[src/core_macros.svh]
// core configuration: datapath widths, reset values, bubble word, exception vectors
`ifndef CORE_MACROS_SVH
`define CORE_MACROS_SVH

`define CORE_XLEN      32          // data width
`define INSTR_W        16          // instruction word width
`define REG_CNT        16          // general registers

`define NOP_WORD       16'h3000    // bubble word
`define RESET_PC       32'h0000_0000
`define RESET_VBR      32'h0000_0100

// vector offsets from VBR, picked by exception code bits 14:13
`define VEC_OFS_FAULT  32'h08      // 00
`define VEC_OFS_IRQ0   32'h10      // 10
`define VEC_OFS_IRQ1   32'h18      // 01
`define VEC_OFS_IRQ2   32'h20      // 11

`define SR_IE_BIT      3           // interrupt enable
`define SR_BL_BIT      28          // block bit, lowest of the 30:28 group

`endif

[src/corePkg.sv]
// core types: fetch status, opcodes and the payloads that move between stages
`include "core_macros.svh"

package corePkg;

	// fetch port status, same encoding as the memory side
	typedef enum logic [1:0]
	{
		MEM_READY = 2'b00,
		MEM_OK    = 2'b01,
		MEM_HOLD  = 2'b10
	} memStatusT;

	typedef enum logic [3:0]
	{
		OP_MOVI   = 4'h0,
		OP_ADD    = 4'h1,
		OP_SUB    = 4'h2,
		OP_NOP    = 4'h3,
		OP_BRA    = 4'h4,
		OP_TRAPA  = 4'h5,
		OP_MOVVBR = 4'h6,
		OP_MOVEXC = 4'h7,
		OP_MOVSR  = 4'h8
	} opcodeT;

	typedef struct packed
	{
		logic [`INSTR_W-1:0]   word;        // raw instruction
		logic [`CORE_XLEN-1:0] pc;          // address it came from
	} fetchT;

	typedef struct packed
	{
		opcodeT                      op;
		logic [$clog2(`REG_CNT)-1:0] rn;
		logic [$clog2(`REG_CNT)-1:0] rm;
		logic [`CORE_XLEN-1:0]       imm;   // sign extended imm8
		logic [`CORE_XLEN-1:0]       pc;
		logic                        valid;
	} uopT;

	typedef struct packed
	{
		uopT                   uop;
		logic [`CORE_XLEN-1:0] rnVal;
		logic [`CORE_XLEN-1:0] rmVal;
	} exOpT;

	typedef struct packed
	{
		logic                        valid;
		logic [$clog2(`REG_CNT)-1:0] regIdx;  // destination
		logic [`CORE_XLEN-1:0]       data;
	} wbT;

	typedef struct packed
	{
		logic                  taken;
		logic [`CORE_XLEN-1:0] target;
	} redirT;

	typedef struct packed
	{
		logic                  trap;
		logic [15:0]           trapCode;    // 0x8000 | imm8
		logic                  vbrWr;
		logic                  srWr;
		logic [`CORE_XLEN-1:0] value;       // new VBR or SR
	} sysReqT;

endpackage

[src/pipeStage.sv]
// pipeline stage register that freezes on hold and drops to a bubble on flush
`timescale 1ns/1ps

module pipeStage #(
	parameter type payloadT = logic [7:0],
	parameter payloadT bubble = '0
) (
	input  logic    clock,
	input  logic    rstN,
	input  logic    hold,     // freeze that wins over flush
	input  logic    flush,    // replace contents by bubble
	input  payloadT d,
	output payloadT q
);

	always_ff @(posedge clock or negedge rstN)
	begin
		if (!rstN)
			q <= bubble;                // stages come up empty
		else if (hold)
			q <= q;
		else if (flush)
			q <= bubble;
		else
			q <= d;
	end

	// a stuck-unknown hold would corrupt every stage at once
	holdKnown: assert property (@(posedge clock) disable iff (!rstN) !$isunknown(hold));

	// a flush under hold would be lost since hold wins
	noFlushInHold: assert property (@(posedge clock) disable iff (!rstN) !(flush && hold));

endmodule

[src/instrDecoder.sv]
// ID1 decoder, splits a fetched 16-bit word into a micro-op
`timescale 1ns/1ps
`include "core_macros.svh"

module instrDecoder (
	input  corePkg::fetchT fetch,
	output corePkg::uopT   uop
);
	import corePkg::*;

	logic [`INSTR_W-1:0] word;
	logic [7:0]          imm8;

	assign word = fetch.word;
	assign imm8 = word[7:0];

	always_comb
	begin
		uop       = '0;
		uop.rn    = word[11:8];
		uop.rm    = word[7:4];
		uop.imm   = {{(`CORE_XLEN-8){imm8[7]}}, imm8};  // sign extend
		uop.pc    = fetch.pc;

		case (word[15:12])
			4'h0:    uop.op = OP_MOVI;
			4'h1:    uop.op = OP_ADD;
			4'h2:    uop.op = OP_SUB;
			4'h4:    uop.op = OP_BRA;
			4'h5:    uop.op = OP_TRAPA;
			4'h6:    uop.op = OP_MOVVBR;
			4'h7:    uop.op = OP_MOVEXC;
			4'h8:    uop.op = OP_MOVSR;
			default: uop.op = OP_NOP;               // 3 and undefined codes
		endcase

		// bubbles and undefined words never reach EX as real work
		uop.valid = (uop.op != OP_NOP);
	end

endmodule

[src/regFile.sv]
// general register file, 16 x 32, write-through read, registered commit output
`timescale 1ns/1ps
`include "core_macros.svh"

module regFile (
	input  logic                           clock,
	input  logic                           rstN,
	input  logic [$clog2(`REG_CNT)-1:0]    rnIdx,
	input  logic [$clog2(`REG_CNT)-1:0]    rmIdx,
	output logic [`CORE_XLEN-1:0]          rnVal,
	output logic [`CORE_XLEN-1:0]          rmVal,
	input  corePkg::wbT                    wbIn,
	input  logic                           commit,
	output corePkg::wbT                    wbOut
);
	import corePkg::*;

	logic [`CORE_XLEN-1:0] regs [`REG_CNT];
	logic                  wrEn;

	assign wrEn = commit && wbIn.valid;

	// EX result bypasses into the ID2 read in the same cycle
	assign rnVal = (wrEn && (wbIn.regIdx == rnIdx)) ? wbIn.data : regs[rnIdx];
	assign rmVal = (wrEn && (wbIn.regIdx == rmIdx)) ? wbIn.data : regs[rmIdx];

	always_ff @(posedge clock or negedge rstN)
	begin
		if (!rstN)
		begin
			for (int i = 0; i < `REG_CNT; i++)
				regs[i] <= '0;
			wbOut <= '0;
		end
		else
		begin
			if (wrEn)
				regs[wbIn.regIdx] <= wbIn.data;
			wbOut.valid  <= wrEn;               // one pulse per committed write
			wbOut.regIdx <= wbIn.regIdx;
			wbOut.data   <= wbIn.data;
		end
	end

	// the ALU must name a real register whenever its write is accepted
	wbIdxKnown: assert property (@(posedge clock) disable iff (!rstN)
		(wbIn.valid && commit) |-> !$isunknown(wbIn.regIdx));

endmodule

[src/aluExec.sv]
// EX stage: arithmetic results, branch target, trap and system register requests
`timescale 1ns/1ps
`include "core_macros.svh"

module aluExec (
	input  corePkg::exOpT           exOp,
	input  logic [`CORE_XLEN-1:0]   exsr,
	output corePkg::wbT             wb,
	output corePkg::redirT          redir,
	output corePkg::sysReqT         sysReq
);
	import corePkg::*;

	localparam logic [`CORE_XLEN-1:0] PC_STEP = 2;

	uopT u;

	assign u = exOp.uop;

	always_comb
	begin
		wb     = '0;
		redir  = '0;
		sysReq = '0;

		wb.regIdx       = u.rn;
		redir.target    = u.pc + PC_STEP + (u.imm << 1);  // pc + 2 + 2*disp
		sysReq.trapCode = 16'h8000 | {8'h00, u.imm[7:0]};
		sysReq.value    = exOp.rnVal;                    // MOVVBR / MOVSR source

		// requests go out raw, flowCtl decides if they count
		if (u.valid)
		begin
			case (u.op)
				OP_MOVI:
				begin
					wb.valid = 1'b1;
					wb.data  = u.imm;
				end
				OP_ADD:
				begin
					wb.valid = 1'b1;
					wb.data  = exOp.rnVal + exOp.rmVal;
				end
				OP_SUB:
				begin
					wb.valid = 1'b1;
					wb.data  = exOp.rnVal - exOp.rmVal;
				end
				OP_MOVEXC:
				begin
					wb.valid = 1'b1;
					wb.data  = {16'h0000, exsr[15:0]};       // code half only
				end
				OP_BRA:    redir.taken   = 1'b1;
				OP_TRAPA:  sysReq.trap   = 1'b1;
				OP_MOVVBR: sysReq.vbrWr  = 1'b1;
				OP_MOVSR:  sysReq.srWr   = 1'b1;
				default:   wb.valid      = 1'b0;             // nop
			endcase
		end
	end

endmodule

[src/flowCtl.sv]
// pipeline flow control for PC, SR, VBR, EXSR, hold, flush and trap or interrupt entry
`timescale 1ns/1ps
`include "core_macros.svh"

module flowCtl (
	input  logic                   clock,
	input  logic                   rstN,
	input  corePkg::memStatusT     fetchStatus,
	input  logic [`CORE_XLEN-1:0]  exPc,
	input  logic                   exValid,
	input  corePkg::redirT         redir,
	input  corePkg::sysReqT        sysReq,
	input  logic [15:0]            irqCode,
	output logic [`CORE_XLEN-1:0]  pc,
	output logic [`CORE_XLEN-1:0]  exsr,
	output logic                   hold,
	output logic                   flush,
	output logic                   commit,
	output logic                   irqAck
);
	import corePkg::*;

	localparam logic [`CORE_XLEN-1:0] PC_STEP = 2;

	logic [`CORE_XLEN-1:0] sr;
	logic [`CORE_XLEN-1:0] vbr;
	logic                  irqPend;    // normal irq allowed by SR and EX
	logic                  irqTake;
	logic                  trapTake;
	logic                  branchTake;
	logic [15:0]           excCode;
	logic [`CORE_XLEN-1:0] vecOfs;

	// exception class to vector offset
	function automatic logic [`CORE_XLEN-1:0] vecOffset(input logic [1:0] cls);
		case (cls)
			2'b00:   return `VEC_OFS_FAULT;
			2'b10:   return `VEC_OFS_IRQ0;
			2'b01:   return `VEC_OFS_IRQ1;
			default: return `VEC_OFS_IRQ2;
		endcase
	endfunction

	assign hold = (fetchStatus != MEM_OK);         // READY or HOLD stalls everything

	assign irqPend = irqCode[15] && irqCode[14] && sr[`SR_IE_BIT] && !sr[`SR_BL_BIT] &&
		exValid;
	assign irqTake    = irqPend && !hold;
	assign commit     = !hold && !irqTake;            // irq cancels the EX op
	assign trapTake   = commit && sysReq.trap;
	assign branchTake = commit && redir.taken;
	assign flush      = irqTake || trapTake || branchTake;
	assign irqAck     = irqTake;

	assign excCode = irqTake ? irqCode : sysReq.trapCode;
	assign vecOfs  = vecOffset(excCode[14:13]);

	always_ff @(posedge clock or negedge rstN)
	begin
		if (!rstN)
		begin
			pc   <= `RESET_PC;
			sr   <= '0;
			vbr  <= `RESET_VBR;
			exsr <= '0;
		end
		else if (!hold)
		begin
			if (irqTake || trapTake)
			begin
				pc        <= vbr + vecOfs;
				sr[30:28] <= 3'b111;                  // block further entry
				exsr      <= {exPc[15:0], excCode};   // faulting pc over code
			end
			else if (branchTake)
				pc <= redir.target;
			else
			begin
				pc <= pc + PC_STEP;
				if (commit && sysReq.vbrWr)
					vbr <= sysReq.value;
				if (commit && sysReq.srWr)
					sr <= sysReq.value;
			end
		end
	end

	// an accepted interrupt blocks further entry and leaves its class code in EXSR
	irqAckValid: assert property (@(posedge clock) disable iff (!rstN)
		irqAck |=> !irqAck && sr[`SR_BL_BIT] && exsr[15]);

endmodule

[src/exUnitTop.sv]
// core top: IF, ID1, ID2 and EX stages around the register file and flow control
`timescale 1ns/1ps
`include "core_macros.svh"

module exUnitTop (
	input  logic                   clock,
	input  logic                   rstN,
	output logic [`CORE_XLEN-1:0]  fetchAddr,
	input  logic [`INSTR_W-1:0]    fetchWord,
	input  corePkg::memStatusT     fetchStatus,
	input  logic [15:0]            irqCode,
	output logic                   irqAck,
	output corePkg::wbT            wb
);
	import corePkg::*;

	localparam fetchT ID1_BUBBLE = '{word: `NOP_WORD, pc: '0};
	localparam uopT   ID2_BUBBLE = '{op: OP_NOP, rn: '0, rm: '0, imm: '0, pc: '0,
		valid: 1'b0};
	localparam exOpT  EX_BUBBLE  = '{uop: ID2_BUBBLE, rnVal: '0, rmVal: '0};

	logic                  hold;
	logic                  flush;
	logic                  commit;
	logic [`CORE_XLEN-1:0] exsr;
	logic [`CORE_XLEN-1:0] rnVal;
	logic [`CORE_XLEN-1:0] rmVal;
	fetchT                 fetchIn;     // IF word with its pc
	fetchT                 id1Q;
	uopT                   decUop;
	uopT                   id2Q;
	exOpT                  exIn;
	exOpT                  exQ;
	wbT                    aluWb;
	redirT                 redir;
	sysReqT                sysReq;

	assign fetchIn = '{word: fetchWord, pc: fetchAddr};
	assign exIn    = '{uop: id2Q, rnVal: rnVal, rmVal: rmVal};

	pipeStage #(.payloadT(fetchT), .bubble(ID1_BUBBLE)) stgId1 (
		.clock(clock), .rstN(rstN), .hold(hold), .flush(flush), .d(fetchIn), .q(id1Q));

	instrDecoder decoder (.fetch(id1Q), .uop(decUop));

	pipeStage #(.payloadT(uopT), .bubble(ID2_BUBBLE)) stgId2 (
		.clock(clock), .rstN(rstN), .hold(hold), .flush(flush), .d(decUop), .q(id2Q));

	regFile regs (
		.clock(clock), .rstN(rstN), .rnIdx(id2Q.rn), .rmIdx(id2Q.rm),
		.rnVal(rnVal), .rmVal(rmVal), .wbIn(aluWb), .commit(commit), .wbOut(wb));

	pipeStage #(.payloadT(exOpT), .bubble(EX_BUBBLE)) stgEx (
		.clock(clock), .rstN(rstN), .hold(hold), .flush(flush), .d(exIn), .q(exQ));

	aluExec alu (.exOp(exQ), .exsr(exsr), .wb(aluWb), .redir(redir), .sysReq(sysReq));

	flowCtl flow (
		.clock(clock), .rstN(rstN), .fetchStatus(fetchStatus),
		.exPc(exQ.uop.pc), .exValid(exQ.uop.valid),
		.redir(redir), .sysReq(sysReq), .irqCode(irqCode),
		.pc(fetchAddr), .exsr(exsr), .hold(hold), .flush(flush),
		.commit(commit), .irqAck(irqAck));

endmodule

[config.mk]
export PLATFORM = sky130hd
export DESIGN_NAME = exUnitTop
export DESIGN_NICKNAME = d
export VERILOG_FILES = /design/src/corePkg.sv /design/src/pipeStage.sv /design/src/instrDecoder.sv /design/src/regFile.sv /design/src/aluExec.sv /design/src/flowCtl.sv /design/src/exUnitTop.sv
export VERILOG_INCLUDE_DIRS = /design/src
export SDC_FILE = /design/constraint.sdc
export NUM_CORES = 2
export LEC_CHECK = 0
export BUFFER_PORTS_ARGS = -buffer_cell sky130_fd_sc_hd__buf_2
export CAP_MARGIN = 10
export CORE_ASPECT_RATIO = 0.6
export CORE_MARGIN = 5
export CORE_UTILIZATION = 45
export DETAILED_ROUTE_END_ITERATION = 8
export GPL_TIMING_DRIVEN = 1
export PLACE_DENSITY = 0.61
export SETUP_SLACK_MARGIN = 0.2
export SYNTH_ARGS = -nofsm -noshare
export SYNTH_HDL_FRONTEND = slang
export SYNTH_SLANG_ARGS = --single-unit
[constraint.sdc]
create_clock -name clock -period 6.7 [get_ports clock]
set_input_delay 1.005 -clock clock [delete_from_list [all_inputs] [get_ports clock]]
set_output_delay 1.005 -clock clock [all_outputs]
set_load 0.02 [all_outputs]
=== After elaboration in Yosys (flattened, before gate mapping) ===
Memory sizes are Yosys's and may differ from the RTL's.
Index checks and enable logic that the tools add are counted.

* Flip-flop bits (word level): 920
* Bits in latches: 0
* Bits in writable memories: 0
* Bits in read-only memories: 64
* Input port bits: 36
* Output and inout bits: 70
* Logic and storage cells: 129
* Memories: 1

{| class="wikitable"
|+ Memories
! name !! depth !! width !! read ports !! clocked after memory_dff !! wr ports !! line !! text
|-
| (no name shown) || 16 || 4 || 1 || 0 || 0 || instrDecoder.sv:25 || <nowiki>case (word[15:12])</nowiki>
|}

* Add/subtract/negate cells: 6
* Multipliers: 0
* Divide/modulo/power cells: 0
* Order comparisons: 4
* Equality and inequality tests: 14
* Shifts and indexed selects: 0
* Multiplexer cells: 32
* Bitwise gates (word level): 6
* Reductions and logical operators: 27

{| class="wikitable"
|+ Operator list
! cell !! number
|-
| 512-bit bitwise mux || 1
|-
| 32-bit 2-to-1 mux || 10
|-
| 32-bit binary-select mux with 4-bit select || 2
|-
| 141-bit 2-to-1 mux || 1
|-
| 32-bit demux with 4-bit select || 1
|-
| 32-bit one-hot mux with 4 select lines || 1
|-
| 77-bit 2-to-1 mux || 1
|-
| 32-bit by 2-bit adder with 32-bit output (second input constant) || 2
|-
| 32-bit adder || 2
|-
| 29-bit 2-to-1 mux || 2
|-
| 48-bit 2-to-1 mux || 1
|-
| 32-bit by 6-bit adder with 32-bit output || 1
|-
| 32-bit subtractor || 1
|-
| 6-bit one-hot mux with 3 select lines || 1
|-
| 4-bit by 3-bit == test with 1-bit output (second input constant) || 4
|-
| 16-bit 2-to-1 mux || 1
|-
| 5-bit >= comparator (second input constant) || 3
|-
| 4-bit NOT with 5-bit output || 3
|-
| 1-bit logical AND || 14
|-
| 1-bit 2-to-1 mux || 9
|-
| 4-bit == test || 2
|-
| 4-bit AND reduction || 2
|-
| 5-bit by 1-bit less-than comparator with 1-bit output (second input constant) || 1
|-
| 4-bit by 1-bit == test with 1-bit output (second input constant) || 1
|-
| other kinds (17) || 22
|}

=== Depth between registers and ports, before layout ===
* Word-level depth: 11
* Gate-level depth with buffers: 21
* Mapped depth without buffers: 19

=== By module ===
A second synthesis with hierarchy kept.

* Cell total of the unflattened synthesis: 4334
* Area, all modules: 50945.1 um^2

{| class="wikitable"
|+ Modules (own cells, without submodules)
! module !! instances !! cells each !! area an instance (um^2) !! sequential area each (um^2)
|-
| regFile || 1 || 1793 || 28249.6 || 13738.2
|-
| pipeStage at stgEx || 1 || 610 || 5980.7 || 3530.9
|-
| flowCtl || 1 || 607 || 5527.8 || 2453.6
|-
| aluExec || 1 || 704 || 4938.5 || 0.0
|-
| pipeStage at stgId2 || 1 || 333 || 3593.4 || 1929.4
|-
| pipeStage at stgId1 || 1 || 207 || 2059.5 || 1203.7
|-
| instrDecoder || 1 || 80 || 595.6 || 0.0
|}

=== Worst setup path after synthesis ===
Ideal clock, no wire load.

* Path type: input port to flip-flop
* From: input port fetchStatus[1]
* To: register flow.pc[29]
* Library setup time: 0.140 ns
* Arrival: 4.203 ns
* Required time: 6.560 ns
* Path slack: 2.357 ns
* Stages on the path: 17
* Path buffers: 3
* Path through: nand2b_1 > clkbuf_1 > clkbuf_1 > buf_1 > nor2_1 > ha_1 > inv_1 > fa_1 > nor2b_1 > o21a_1 > and3_1 > nor2b_1 > nand3_1 > xor2_1 > nor2_1 > a2111oi_0 > nand3_1

* Word-level cells in the longest chain between the ends: 8
* Elaborated cells on any way between the ends: 16
* Classes of those cells: add/sub: 1; eq/ne: 3; mux: 4; reduce/logical: 8

{| class="wikitable"
|+ Ends and longest elaborated chain
! item !! line !! text
|-
| start, declared || exUnitTop.sv:10 || <nowiki>input corePkg::memStatusT fetchStatus,</nowiki>
|-
| 2-bit by 1-bit != test with 1-bit output (*) || flowCtl.sv:44 || <nowiki>assign hold = (fetchStatus != MEM_OK);</nowiki>
|-
| 1-bit logical NOT (*) || flowCtl.sv:48 || <nowiki>assign irqTake = irqPend && !hold;</nowiki>
|-
| 1-bit logical AND (*) || flowCtl.sv:48 ||
|-
| 16-bit 2-to-1 mux (*) || flowCtl.sv:55 || <nowiki>assign excCode = irqTake ? irqCode : sysReq.trapCode;</nowiki>
|-
| via flow.excCode[14] || flowCtl.sv:31 || <nowiki>logic [15:0] excCode;</nowiki>
|-
| 2-bit by 1-bit == test with 1-bit output, or another cell as far along || flowCtl.sv:36 || <nowiki>case (cls)</nowiki>
|-
| 6-bit one-hot mux with 3 select lines (*) || flowCtl.sv:36 ||
|-
| 32-bit by 6-bit adder with 32-bit output (*) || flowCtl.sv:71 || <nowiki>pc <= vbr + vecOfs;</nowiki>
|-
| 32-bit 2-to-1 mux (*) || flowCtl.sv:69 || <nowiki>if (irqTake || trapTake)</nowiki>
|-
| end signal, assigned || flowCtl.sv:71 ||
|-
| end signal, assigned || flowCtl.sv:76 || <nowiki>pc <= redir.target;</nowiki>
|-
| end signal, assigned || flowCtl.sv:79 || <nowiki>pc <= pc + PC_STEP;</nowiki>
|-
| end, declared || flowCtl.sv:14 || <nowiki>output logic [`CORE_XLEN-1:0] pc,</nowiki>
|}

Mark *: on every way through the listed nets, which the timed path passes. The rest lies on a longest branch.
A chain may end at the register's enable or synchronous reset.

=== Worst setup path in the final report ===
* From: register stgEx.q[0] in the netlist's numbering
* To: register regs.regs[190] in the netlist's numbering

* Word-level cells in the longest chain between the ends: 4
* Elaborated cells on any way between the ends: 5
* Classes of those cells: add/sub: 2; mux: 3

{| class="wikitable"
|+ Ends and longest elaborated chain
! item !! line !! text
|-
| start, declared || pipeStage.sv:13 || <nowiki>output payloadT q</nowiki>
|-
| start signal, assigned || pipeStage.sv:19 || <nowiki>q <= bubble;</nowiki>
|-
| start signal, assigned || pipeStage.sv:21 || <nowiki>q <= q;</nowiki>
|-
| start signal, assigned || pipeStage.sv:23 || <nowiki>q <= bubble;</nowiki>
|-
| 32-bit subtractor or 32-bit adder (tied branches) || aluExec.sv:48, aluExec.sv:43 ||
|-
| 32-bit one-hot mux with 4 select lines (*) || aluExec.sv:34 || <nowiki>case (u.op)</nowiki>
|-
| 32-bit 2-to-1 mux (*) || aluExec.sv:32 || <nowiki>if (u.valid)</nowiki>
|-
| 512-bit bitwise mux (*) || regFile.sv:38 || <nowiki>regs[wbIn.regIdx] <= wbIn.data;</nowiki>
|-
| end signal, assigned by index || regFile.sv:38 ||
|-
| end, declared || regFile.sv:18 || <nowiki>logic [`CORE_XLEN-1:0] regs [`REG_CNT];</nowiki>
|}

Every way passes the cells marked *; elsewhere a longest branch is shown, timed or not.

==> impl_metrics.tcl <==
set metrics [dict create \
    synth_edf_count 0 \
    synth.avg_cell_area_sq_um 11.0 \
    worstMarginPinSlew_ns 1.20 \
    cp-end-kind "flip-flop" \
    num_vias 32287 \
    drt-initial-drc-count 3518 \
    die_h_um 252 \
    irDropWorstVdd_mv 0.340 \
    row_count 88 \
    final_common_cell "dfrtp_1" \
    antenna_found_initial 4 \
    synthCells 3996 \
    cellPowerDensity_mw_per_mm2 338 \
    nets 4069 \
    register_area_sq_mm 0.0211 \
    grt_start_max_net_pins 164 \
    hp-class "input port to async pin" \
    cts_tree "built" \
    fillers 8677 \
    clock_skew_ns 0.0256 \
    area_delta_synth_final_pct 10.1 \
    route.detailed.drc 0 \
    switching_share_pct 36.6 \
    dp_hpwl_um 85400 \
    p_sw_w 0.00600 \
    yosysUniqueCellTypes 81 \
    synthFlopType "dfrtp_1" \
    core_area_sq_mm 0.0966 \
    dpl_cell_area_sq_mm 0.0457 \
    cp_max_fo 17 \
    worstPathArrival_ns 5.63 \
    final.setup.tns_ns 0 \
    start_util_pct 45.6 \
    comb_power_share_pct 33.4 \
    die_w_um 414 \
    relSlewSlack_pct 17.9 \
    startpoint "stgEx.q[0]" \
    ant_nets 0 \
    dieArea_sq_mm 0.104 \
    fin_crit_sh_pct 76.5 \
    multiInputGateArea_sq_mm 0.0216 \
    p_leak_nw 21.3 \
    hold_viol 0 \
    synth_nets 4131 \
    place_congestion 0.911 \
    syn_area_sq_mm 0.0440 \
    drv_slew 0 \
    critical_path.startpoint_type "flip-flop" \
    max_freq_mhz 195 \
    final_cell_mix "dfrtp_1 (826), nand2_1 (698), o21ai_0 (634), mux4_2 (320), a22o_1 (140)" \
    r2r-start "stgEx.q[0]" \
    worstSetupPathType "flip-flop to flip-flop" \
    wl_per_cell_um 24.8 \
    power_frac_clock_pct 29.7 \
    cts_setup_buffers 0 \
    cts_root_buf "clkbuf_16" \
    clockBufferDepth 3 \
    ys_seq_area_share_pct 47.8 \
    grt_first_pass_wirelength_um 199000 \
    final_area_sq_mm 0.0485 \
    critPathRequiredTime_ns 7.21 \
    synthArstFlopShare_pct 100 \
    intPower_w 0.0104 \
    viasPerCell 6.09 \
    clk_pin_slew_ns 0.06 \
    yosysWarnings 0 \
    ys_ff_latch 841 \
    setup_viol 0 \
    overflow 0 \
    post-route-min-period_ns 5.13 \
    drt-total-wl_um 131000 \
    max_cap_viol_count 0 \
    htree_num_levels 3 \
    drive_gt1_share_pct 18.3 \
    cts_buffers 81 \
    ctsResizeCount 0 \
    rsz0062_at_grt "false" \
    clock_sinks 841 \
    first_pass_iters 5 \
    grtUsageTotal_pct 25.0 \
    ioPinCount 106 \
    status "complete, no violations" \
    portBuffers 105 \
    ctsHoldBuffers 0 \
    power_frac_seq_pct 36.9 \
    clock_latency_ns 0.68 \
    grt_pass1_vias 30600 \
]
-- critical path, cell delays in order, from the launching register on --
cell	delay, ns
dfrtp_1	0.41
inv_1	0.09
ha_1	0.20
nand3_1	0.11
nor4_1	0.20
buf_4	0.19
nand2_1	0.06
or2_2	0.31
nor3_1	0.59
a21oi_1	0.18
xnor2_1	0.16
ha_1	0.40
a21o_1	0.19
a21oi_1	0.23
o21a_1	0.16
o31ai_1	0.16
a221oi_2	0.37
xor2_1	0.22
o21a_1	0.52
o21ai_0	0.19
-- registers in the layout (all words and copies together) (netlist names) --
register	cells
regs.wbOut	37
stgEx.q	113
flow.pc	32
stgId2.q	49
flow.sr	2
regs.regs	512
flow.exsr	16
stgId1.q	48
flow.vbr	32
-- stage by stage --
step                cells  total power (W)  hold WS [ns]  utilization, %  worst slack [ns]
floorplan            3996          0.00980         0.352               -              2.36
global placement     5156           0.0115         0.459            47.4              1.84
detailed placement   5156           0.0115         0.464            47.4              1.71
CTS                  5298           0.0164         0.310            50.2              1.67
global route         5298           0.0172         0.341            50.2              1.13
finish               5301           0.0164         0.312            50.2              1.57
-- layout make-up --
type,instances,share of cell area (%)
repair buffers,181,2.51
flip-flops and latches,841,43.4
clock buffers,116,4.89
clock inverters,26,0.776
diodes,3,0.0155
multi-input cells,2762,44.5
well taps,1305,3.37
inverters,67,0.519
-- power groups by stage --
| stage | sequential, W | clock, W | combinational (W) |
|---|---|---|---|
| 5_1_grt | 0.00611 | 0.00516 | 0.00591 |
| 4_1_cts | 0.00604 | 0.00495 | 0.00539 |
| 3_3_place_gp | 0.00612 | 0 | 0.00536 |
| 3_5_place_dp | 0.00612 | 0 | 0.00537 |
| 2_1_floorplan | 0.00596 | 0 | 0.00384 |
| 6_report | 0.00604 | 0.00487 | 0.00548 |
-- logic make-up (layout without fill, tap and decap cells) --
kind of cell    after synthesis  count (layout)  synth area share (%)
buf+inv                     393             390                  3.44
compound gates             1139            1139                  15.7
mux                         374             374                  17.7
simple gates               1019            1019                  9.86
other cells                   0               3                     0
xor+xnor                    131             131                  2.62
flops                       841             841                  47.8
fa+ha+maj                    99              99                  2.86
-- cell usage after synthesis, types with 22 or more instances --
| master | instances | share of area, % |
|---|---|---|
| dfrtp_1 | 834 | 47 |
| nand2_1 | 712 | 6.1 |
| o21ai_0 | 634 | 7.2 |
| mux4_2 | 320 | 16 |
| clkbuf_1 | 277 | 2.4 |
| a22o_1 | 140 | 2.8 |
| a21oi_1 | 115 | 1.3 |
| nor2_1 | 100 | 0.85 |
| ha_1 | 96 | 2.7 |
| inv_1 | 67 | 0.57 |
| xnor2_1 | 65 | 1.3 |
| xor2_1 | 65 | 1.3 |
| nand3_1 | 45 | 0.51 |
| a22oi_1 | 38 | 0.65 |
| a21o_1 | 35 | 0.60 |
| mux2_2 | 32 | 0.82 |
| and3_1 | 28 | 0.40 |
| buf_2 | 27 | 0.31 |
| mux2i_1 | 22 | 0.50 |
-- per-layer routing --
layer / routed length [um] / track usage [%]
met4: 2290 / 5.02
met2: 55100 / 34.9
met3: 12600 / 7.21
met5: 21 / 0
met1: 61400 / 38.8
-- worst paths after layout --
path	to	cells past startpoint	slack (ns)
max	regs.regs[190]	19	1.57
min	regs.regs[485]	1	0.31
max reg2reg	regs.regs[190]	19	1.57
min reg2reg	flow.exsr[15]	1	0.47
max in group asynchronous	regs.wbOut[27]	2	4.90
min in group clock	flow.exsr[15]	1	0.47
Power figures use the tool's default switching activity.
